**src/rtl/cmd_pkg.sv**
```systemverilog
`default_nettype none

package cmd_pkg;

    // ==================================================
    // Message and response widths
    // ==================================================
    localparam int MSG_LEN      = 64;  // Bits after the start bit
    localparam int TYPE_LEN     = 8;
    localparam int ARG_LEN      = 56;
    localparam int RESP_LEN     = 64;
    localparam int HDR_WORD_LEN = 48;
    localparam int HDR_SLOTS    = 4;
    localparam int HDR_IDX_LEN  = $clog2(HDR_SLOTS);
    localparam int LED_LEN      = 4;
    localparam int BIT_CNT_LEN  = $clog2(MSG_LEN + 1);  // Must reach 64

    // Last message bit to first data_out_en cycle, in edges
    localparam int RESP_LATENCY = 3;

    // Argument field positions
    localparam int ARG_IDX_LSB = 48;
    localparam int ARG_LED_LSB = 0;

    // Zero bits between index and header data in a HeaderGet response
    localparam int HDR_PAD_LEN = ARG_LEN - HDR_IDX_LEN - HDR_WORD_LEN;

    // ==================================================
    // Plain vector types
    // ==================================================
    typedef logic [TYPE_LEN-1:0]     msg_type_t;
    typedef logic [ARG_LEN-1:0]      msg_arg_t;
    typedef logic [RESP_LEN-1:0]     resp_t;
    typedef logic [HDR_WORD_LEN-1:0] hdr_word_t;
    typedef logic [HDR_IDX_LEN-1:0]  hdr_idx_t;
    typedef logic [LED_LEN-1:0]      led_t;
    typedef logic [BIT_CNT_LEN-1:0]  bit_cnt_t;

    // Command type codes, anything else is ignored
    localparam msg_type_t TYPE_NOP     = 8'd0;
    localparam msg_type_t TYPE_READY   = 8'd1;
    localparam msg_type_t TYPE_LED_SET = 8'd2;
    localparam msg_type_t TYPE_HDR_SET = 8'd3;
    localparam msg_type_t TYPE_HDR_GET = 8'd4;

    // Type byte goes first on the wire
    typedef struct packed {
        msg_type_t msg_type;
        msg_arg_t  arg;
    } cmd_msg_t;

    // ==================================================
    // FSM states
    // ==================================================
    typedef enum logic {
        RX_IDLE,
        RX_SHIFT
    } rx_state_t;

    typedef enum logic {
        TX_IDLE,
        TX_SHIFT
    } tx_state_t;

endpackage

`default_nettype wire

```
**src/rtl/msg_rx.sv**
```systemverilog
`default_nettype none

module msg_rx (
    input  logic              img_clk,
    input  logic              spi_rst_,
    input  logic              data_in,
    output cmd_pkg::cmd_msg_t msg,
    output logic              msg_valid
);

    cmd_pkg::rx_state_t        rx_state;
    cmd_pkg::bit_cnt_t         rx_cnt;
    cmd_pkg::bit_cnt_t         rx_cnt_nxt;
    logic [cmd_pkg::MSG_LEN-1:0] rx_sr;
    logic                      rx_last;

    assign rx_cnt_nxt = rx_cnt + 1'b1;
    // High on the edge that samples the final message bit
    assign rx_last = (rx_state == cmd_pkg::RX_SHIFT) &&
                     (rx_cnt_nxt == cmd_pkg::bit_cnt_t'(cmd_pkg::MSG_LEN));

    // ==================================================
    // Start bit detect and bit counter
    // ==================================================
    always_ff @(posedge img_clk or negedge spi_rst_) begin
        if (!spi_rst_) begin
            rx_state  <= cmd_pkg::RX_IDLE;
            rx_cnt    <= '0;
            msg_valid <= 1'b0;
        end else begin
            msg_valid <= 1'b0;
            case (rx_state)
                cmd_pkg::RX_IDLE: begin
                    if (data_in) begin  // Start bit
                        rx_cnt   <= '0;
                        rx_state <= cmd_pkg::RX_SHIFT;
                    end
                end
                cmd_pkg::RX_SHIFT: begin
                    rx_cnt <= rx_cnt_nxt;
                    if (rx_last) begin
                        msg_valid <= 1'b1;
                        rx_state  <= cmd_pkg::RX_IDLE;  // Ready for next start bit
                    end
                end
                default: rx_state <= cmd_pkg::RX_IDLE;
            endcase
        end
    end

    // Message bits, MSB first
    always_ff @(posedge img_clk) begin
        if (rx_state == cmd_pkg::RX_SHIFT) begin
            rx_sr <= {rx_sr[cmd_pkg::MSG_LEN-2:0], data_in};
        end
    end

    // Held stable while msg_valid is high since the FSM sits in idle
    assign msg = cmd_pkg::cmd_msg_t'(rx_sr);

    // Pulse can never stretch, a message takes at least 65 cycles
    a_msg_valid_pulse: assert property (
        @(posedge img_clk) disable iff (!spi_rst_)
        msg_valid |=> !msg_valid
    );

endmodule

`default_nettype wire

```
**src/rtl/cmd_exec.sv**
```systemverilog
`default_nettype none

module cmd_exec (
    input  logic              img_clk,
    input  logic              spi_rst_,
    input  cmd_pkg::cmd_msg_t msg,
    input  logic              msg_valid,
    output cmd_pkg::led_t     led,
    output cmd_pkg::resp_t    resp,
    output logic              resp_valid
);

    cmd_pkg::hdr_word_t hdr_bank [cmd_pkg::HDR_SLOTS];

    cmd_pkg::hdr_idx_t  hdr_idx;
    cmd_pkg::hdr_word_t hdr_wdata;
    cmd_pkg::led_t      led_wdata;
    cmd_pkg::resp_t     resp_nxt;
    logic               resp_hit;   // Command answers on data_out
    logic               led_we;
    logic               hdr_we;

    // Argument fields
    assign hdr_idx   = msg.arg[cmd_pkg::ARG_IDX_LSB +: cmd_pkg::HDR_IDX_LEN];
    assign hdr_wdata = msg.arg[cmd_pkg::HDR_WORD_LEN-1:0];
    assign led_wdata = msg.arg[cmd_pkg::ARG_LED_LSB +: cmd_pkg::LED_LEN];

    // ==================================================
    // Decode
    // ==================================================
    always_comb begin
        resp_nxt = '0;
        resp_hit = 1'b0;
        led_we   = 1'b0;
        hdr_we   = 1'b0;
        case (msg.msg_type)
            cmd_pkg::TYPE_READY: begin
                resp_nxt = {cmd_pkg::TYPE_READY, msg.arg};  // Plain echo
                resp_hit = 1'b1;
            end
            cmd_pkg::TYPE_LED_SET: led_we = 1'b1;
            cmd_pkg::TYPE_HDR_SET: hdr_we = 1'b1;
            cmd_pkg::TYPE_HDR_GET: begin
                resp_nxt = {cmd_pkg::TYPE_HDR_GET,
                            {cmd_pkg::HDR_PAD_LEN{1'b0}},
                            hdr_idx,
                            hdr_bank[hdr_idx]};
                resp_hit = 1'b1;
            end
            // Nop and unknown codes fall through untouched
            default: ;
        endcase
    end

    // ==================================================
    // State updates, one cycle after msg_valid
    // ==================================================
    always_ff @(posedge img_clk or negedge spi_rst_) begin
        if (!spi_rst_) begin
            led        <= '0;
            resp_valid <= 1'b0;
            for (int i = 0; i < cmd_pkg::HDR_SLOTS; i++) begin
                hdr_bank[i] <= '0;
            end
        end else begin
            resp_valid <= msg_valid && resp_hit;
            if (msg_valid && led_we) begin
                led <= led_wdata;
            end
            if (msg_valid && hdr_we) begin
                hdr_bank[hdr_idx] <= hdr_wdata;
            end
        end
    end

    // Response word only matters alongside resp_valid
    always_ff @(posedge img_clk) begin
        if (msg_valid && resp_hit) begin
            resp <= resp_nxt;
        end
    end

    // Every response traces back to a message one cycle earlier
    a_resp_follows_msg: assert property (
        @(posedge img_clk) disable iff (!spi_rst_)
        resp_valid |-> $past(msg_valid)
    );

endmodule

`default_nettype wire

```
**src/rtl/resp_tx.sv**
```systemverilog
`default_nettype none

module resp_tx (
    input  logic           img_clk,
    input  logic           spi_rst_,
    input  cmd_pkg::resp_t resp,
    input  logic           resp_valid,
    output logic           data_out,
    output logic           data_out_en
);

    cmd_pkg::tx_state_t tx_state;
    cmd_pkg::bit_cnt_t  tx_cnt;     // Bits already driven
    cmd_pkg::resp_t     tx_sr;
    logic               tx_done;

    assign tx_done = (tx_cnt == cmd_pkg::bit_cnt_t'(cmd_pkg::RESP_LEN));

    // ==================================================
    // Serializer FSM
    // ==================================================
    always_ff @(posedge img_clk or negedge spi_rst_) begin
        if (!spi_rst_) begin
            tx_state    <= cmd_pkg::TX_IDLE;
            tx_cnt      <= '0;
            data_out    <= 1'b0;
            data_out_en <= 1'b0;
        end else begin
            case (tx_state)
                cmd_pkg::TX_IDLE: begin
                    data_out    <= 1'b0;
                    data_out_en <= 1'b0;
                    if (resp_valid) begin
                        tx_cnt   <= '0;
                        tx_state <= cmd_pkg::TX_SHIFT;
                    end
                end
                cmd_pkg::TX_SHIFT: begin
                    if (tx_done) begin
                        data_out    <= 1'b0;
                        data_out_en <= 1'b0;
                        tx_state    <= cmd_pkg::TX_IDLE;
                    end else begin
                        data_out    <= tx_sr[cmd_pkg::RESP_LEN-1];  // MSB first
                        data_out_en <= 1'b1;
                        tx_cnt      <= tx_cnt + 1'b1;
                    end
                end
                default: tx_state <= cmd_pkg::TX_IDLE;
            endcase
        end
    end

    // Load on resp_valid, then shift left once per driven bit
    always_ff @(posedge img_clk) begin
        if (tx_state == cmd_pkg::TX_IDLE && resp_valid) begin
            tx_sr <= resp;
        end else if (tx_state == cmd_pkg::TX_SHIFT) begin
            tx_sr <= {tx_sr[cmd_pkg::RESP_LEN-2:0], 1'b0};
        end
    end

    // No back-pressure, host must wait for the line to go quiet
    a_no_overlap: assert property (
        @(posedge img_clk) disable iff (!spi_rst_)
        (tx_state == cmd_pkg::TX_SHIFT) |-> !resp_valid
    );

endmodule

`default_nettype wire

```
**src/rtl/cmd_port_top.sv**
```systemverilog
`default_nettype none

module cmd_port_top (
    input  logic          img_clk,
    input  logic          spi_rst_,
    input  logic          data_in,
    output logic          data_out,
    output logic          data_out_en,
    output cmd_pkg::led_t led
);

    // Decode to execute
    cmd_pkg::cmd_msg_t msg;
    logic              msg_valid;

    // Execute to result
    cmd_pkg::resp_t    resp;
    logic              resp_valid;

    // ==================================================
    // Pipeline: rx, exec, tx
    // ==================================================
    msg_rx u_msg_rx (
        .img_clk   (img_clk),
        .spi_rst_  (spi_rst_),
        .data_in   (data_in),
        .msg       (msg),
        .msg_valid (msg_valid)
    );

    cmd_exec u_cmd_exec (
        .img_clk    (img_clk),
        .spi_rst_   (spi_rst_),
        .msg        (msg),
        .msg_valid  (msg_valid),
        .led        (led),
        .resp       (resp),
        .resp_valid (resp_valid)
    );

    resp_tx u_resp_tx (
        .img_clk     (img_clk),
        .spi_rst_    (spi_rst_),
        .resp        (resp),
        .resp_valid  (resp_valid),
        .data_out    (data_out),
        .data_out_en (data_out_en)
    );

endmodule

`default_nettype wire

```
**config.mk**
```make
export PLATFORM = sky130hd
export DESIGN_NAME = cmd_port_top
export DESIGN_NICKNAME = d
export VERILOG_FILES = /design/src/rtl/cmd_pkg.sv /design/src/rtl/msg_rx.sv /design/src/rtl/cmd_exec.sv /design/src/rtl/resp_tx.sv /design/src/rtl/cmd_port_top.sv
export SDC_FILE = /design/constraint.sdc
export NUM_CORES = 1
export LEC_CHECK = 0
export BUFFER_PORTS_ARGS = -buffer_cell sky130_fd_sc_hd__clkbuf_2
export CAP_MARGIN = 20
export CELL_PAD_IN_SITES_DETAIL_PLACEMENT = 2
export CELL_PAD_IN_SITES_GLOBAL_PLACEMENT = 2
export CORE_ASPECT_RATIO = 0.9
export CORE_UTILIZATION = 30
export CTS_BUF_LIST = sky130_fd_sc_hd__clkbuf_2
export DETAILED_ROUTE_END_ITERATION = 10
export PLACE_DENSITY_LB_ADDON = 0.15
export SKIP_LAST_GASP = 1
export SYNTH_ARGS = -nofsm -noshare
export SYNTH_HDL_FRONTEND = slang
export SYNTH_SLANG_ARGS = --single-unit
```
**constraint.sdc**
```tcl
create_clock -name img_clk -period 6 [get_ports img_clk]
set_input_delay 0.6 -clock img_clk [delete_from_list [all_inputs] [get_ports img_clk]]
set_output_delay 0.6 -clock img_clk [all_outputs]
set_load 0.02 [all_outputs]
```
==> summary.txt <==
Placed design
  – Post-Place Cells: around 1.8k
  – Dpl cell area: ~17000 um^2
  – Post-detailed-placement half-perimeter wirelength: about 20 mm
  – RePlAce Congestion: roughly 0.68
  – I/O Buffers: 8

Floorplan
  – IO Pins: 9
  – Die area: ~56000 um^2
  – Die width: 249 um
  – CORE AREA: between 50000 and 60000 um^2
  – Placement row count: 81
  – Initial Util: roughly 30%
  – Die H: roughly 220 um

Power
  – Power Density: 356 nW/um^2
  – Part of the total power dissipated in the clock network: a little under a third
  – Switching power: approximately 0.0022 W
  – Seq pwr share: about 56%
  – Combinational Power Share: 13.8%
  – Leak: 7.90 nW
  – Peak supply drop: between 0.15 and 0.2 mV
  – P_int: between 0.004 and 0.005 W
  – Switching share of power: between 30% and 40%

Clocking
  – Skew-Pair Late Insertion Delay: 1080 ps
  – CTS clock-pin slew for the worst setup and hold paths: between 100 and 150 ps
  – Clock Sink Count: ~400
  – H-tree levels: 3
  – CTS tree: done
  – Post-CTS sizing: 0
  – Postcts setup bufs: 0
  – Root Driver: clkbuf_2
  – Num CTS Buffers: 110
  – Longest Clk Path Bufs: 3

Logic synthesis
  – #FFs+latches synth: about 400
  – Net Count, Synth: 1101
  – Top cells by area, synth: edfxtp_1 34%, dfrtp_1 33%, mux2_2 13%
  – Xor and xnor area share after synthesis: less than 1%
  – Post-synthesis sequential area ratio: 66.6%
  – Synth top area share: 33.8%
  – Number of flops mapped to enable cells by yosys: 186
  – Post-Synth Simple-Gate Area: approximately 7.4%
  – Adder-Cell Fraction of Synth Area: less than 1%
  – Leading area contributor after synthesis: edfxtp_1
  – Syn_area_per_cell: around 15 um^2
  – Synth warn: 0
  – Most frequent cell after synthesis: dfrtp_1
  – Async SR Flop Fraction: 53.7%
  – Synth cell count leaders: 216 x dfrtp_1, 192 x mux2_2, 186 x edfxtp_1, 182 x nand2_1, 59 x nor2_1
  – Cells after Synth: approximately 1.1k
  – Main combinational cell family by area after synthesis: multiplexers
  – Synth Flop Type: dfrtp_1
  – Compound-cell area share of the yosys netlist: a little over 3%
  – Cell variety after synth: 42
  – Synth Cell Area: ~17000 um^2
  – Multiplexer area fraction after synthesis: between 20% and 30%

Flow run
  – # Max-Cap Violations: 0

STA
  – Setup TNS: 0 ps
  – FMAX: around 0.33 GHz
  – Fin crit share: 50.6%
  – Least-Margin Pin Slew: between 1000 and 1500 ps
  – Setup Viol. Count Final: 0
  – Final Slew Violations: 0
  – Slew headroom: a little under a third
  – Final min period: ~3000 ps
  – Min Hold Slack: 383 ps
  – Final Hold Vio Count: 0
  – Skew final: between 70 and 80 ps
  – Unrepaired setup endpoints after global routing: no

Setup path
  – Reg2reg setup slack: approximately 3000 ps
  – Crit path largest cell delay: between 600 and 700 ps
  – Arr. time, crit path: around 4000 ps
  – CP max FO: 40
  – Worst Setup End Kind: flop
  – Reg2Reg Depth: 5
  – Critical Path RT: between 6000 and 7000 ps
  – CP Launch Type: flop
  – Slowest CP cell: buf_4
  – CP Cell Sequence: nor4_4 > nand4b_1 > nor3_2 > buf_4 > mux2_2
  – Crit Path Category: flop to flop
  – R2r endpoint: u_cmd_exec.hdr_bank[123]$_DFFE_PN0P_
  – RR Startpoint: u_msg_rx.msg[61]$_DFFE_PP_

Worst hold path
  – Hold WC Path Type: primary input to flop
  – Hold path start: data_in
  – WHS Endpoint: u_msg_rx.rx_cnt[5]$_DFFE_PN0P_
  – Hold path cells: 3

Routing
  – Iteration-0 DRC Markers: between 300 and 400
  – Drt via density: around 4.8
  – WL per Instance: a little over 20 um
  – Pre-antenna DRT Iters: 5
  – DRC: 0
  – Drt total wl: 39.9 mm
  – Detail Route Antenna Nets: 0
  – Vias: about 9.5k

Global route
  – Largest net degree at the start of global routing: roughly 160
  – Gr ovfl total: 0
  – Initial antenna violation count: 2
  – GRT Util Overall: between 10 and 15%
  – Vias in the first global route: 10.8k
  – First-pass GRT wire length: between 60 and 70 mm

Finish
  – Post-route cell area: about 18000 um^2
  – Area Growth Syn to Fin: 11.6%
  – # fillers: between 5k and 6k
  – Share of cells above drive strength 1: between 30% and 40%
  – Finished Core Util: 33.9%
  – Final nets: approximately 1.2k
  – Layout Cells excl Fill: roughly 2.0k

Run status
  – Status: completed
-- power by group through the flow --
stage | Clock, W | Combinational, W | Sequential, W
3_3_place_gp | 0 | 0.000927 | 0.00370
6_report | 0.00200 | 0.000902 | 0.00365
2_1_floorplan | 0 | 0.000639 | 0.00351
5_1_grt | 0.00227 | 0.000996 | 0.00371
3_5_place_dp | 0 | 0.000937 | 0.00371
4_1_cts | 0.00214 | 0.000945 | 0.00366
-- registers in the layout, summed over array words and instances (netlist names) --
name and flops:
u_cmd_exec.hdr_bank 192, u_msg_rx.msg 64, u_resp_tx.tx_sr 64, u_cmd_exec.resp 58, u_msg_rx.rx_cnt 7, u_resp_tx.tx_cnt 7
u_cmd_exec.led 4, u_cmd_exec.resp_valid 1, u_msg_rx.msg_valid 1, u_msg_rx.rx_state 1, u_resp_tx.data_out 1, u_resp_tx.data_out_en 1
u_resp_tx.tx_state 1
-- layout make-up --
cell class,instances,area (um^2),area share (%)
sequential,402,11000,59.7
inverter,9,33.8,0.183
clock inverter,26,129,0.700
multi-input combinational,616,5220,28.3
tap,705,882,4.79
antenna,3,7.51,0.0408
timing repair buffer,30,255,1.39
clock buffer,179,896,4.86
-- worst max-delay path, delay by kind of cell, from the launching register on --
family | cells | cell delay [ps]
buf+inv | 1 | 690
simple gates | 3 | 1330
flops | 1 | 450
mux | 1 | 410
-- metal layers --
metal | vias up | GRT usage, % | wire length (um)
met4 | 0 | 5.44 | 990
met2 | 138 | 24.8 | 19400
li1 | 4201 | - | -
met5 | - | 0 | 0
met3 | 83 | 3.60 | 1470
met1 | 5030 | 19.1 | 18100
-- metrics by stage --
| step | power, W | setup WS, ps |
|---|---|---|
| 2_1_floorplan | 0.00415 | 1870 |
| 3_3_place_gp | 0.00463 | 2910 |
| 3_5_place_dp | 0.00464 | 2880 |
| 4_1_cts | 0.00674 | 2840 |
| 5_1_grt | 0.00698 | 2660 |
| 6_report | 0.00655 | 2970 |
-- cells by family after synthesis --
kind of cell | count (synthesis)
flops | 402
simple gates | 288
mux | 245
buf+inv | 76
compound gates | 70
xor+xnor | 9
fa+ha+maj | 4
-- layout by cell type (no fill, tap or decap), types with 8 or more instances in the layout --
cell type | synthesis | routed
dfrtp_1 | 216 | 215
mux2_2 | 192 | 192
clkbuf_2 | 0 | 186
edfxtp_1 | 186 | 186
nand2_1 | 182 | 181
nor2_1 | 59 | 59
mux4_2 | 48 | 48
a22oi_1 | 48 | 48
clkinv_1 | 0 | 21
buf_4 | 6 | 17
nor2b_1 | 12 | 9
inv_1 | 9 | 8
-- repair_timing --
| action | in CTS | in global routing |
|---|---|---|
| endpoints found under the setup margin | 0 | 0 |
| hold endpoints to repair | 63 | 0 |
| hold buffers | 4 | 0 |
-- worst max path at each step --
| stage | start | slack, ps | endpoint |
|---|---|---|---|
| after detailed placement | u_msg_rx.msg[61]$_DFFE_PP_ | 2880 | u_cmd_exec.hdr_bank[120]$_DFFE_PN0P_ |
| after global placement | u_msg_rx.msg[61]$_DFFE_PP_ | 2910 | u_cmd_exec.hdr_bank[103]$_DFFE_PN0P_ |
| after floorplan | u_msg_rx.msg[61]$_DFFE_PP_ | 1870 | u_cmd_exec.resp[0]$_SDFFCE_PN0P_ |
| after CTS | u_msg_rx.msg[61]$_DFFE_PP_ | 2840 | u_cmd_exec.hdr_bank[126]$_DFFE_PN0P_ |
| after global routing | u_msg_rx.msg[61]$_DFFE_PP_ | 2660 | u_cmd_exec.hdr_bank[126]$_DFFE_PN0P_ |
| final | u_msg_rx.msg[61]$_DFFE_PP_ | 2970 | u_cmd_exec.hdr_bank[123]$_DFFE_PN0P_ |
Note: power is estimated with default switching activity, not from simulation.
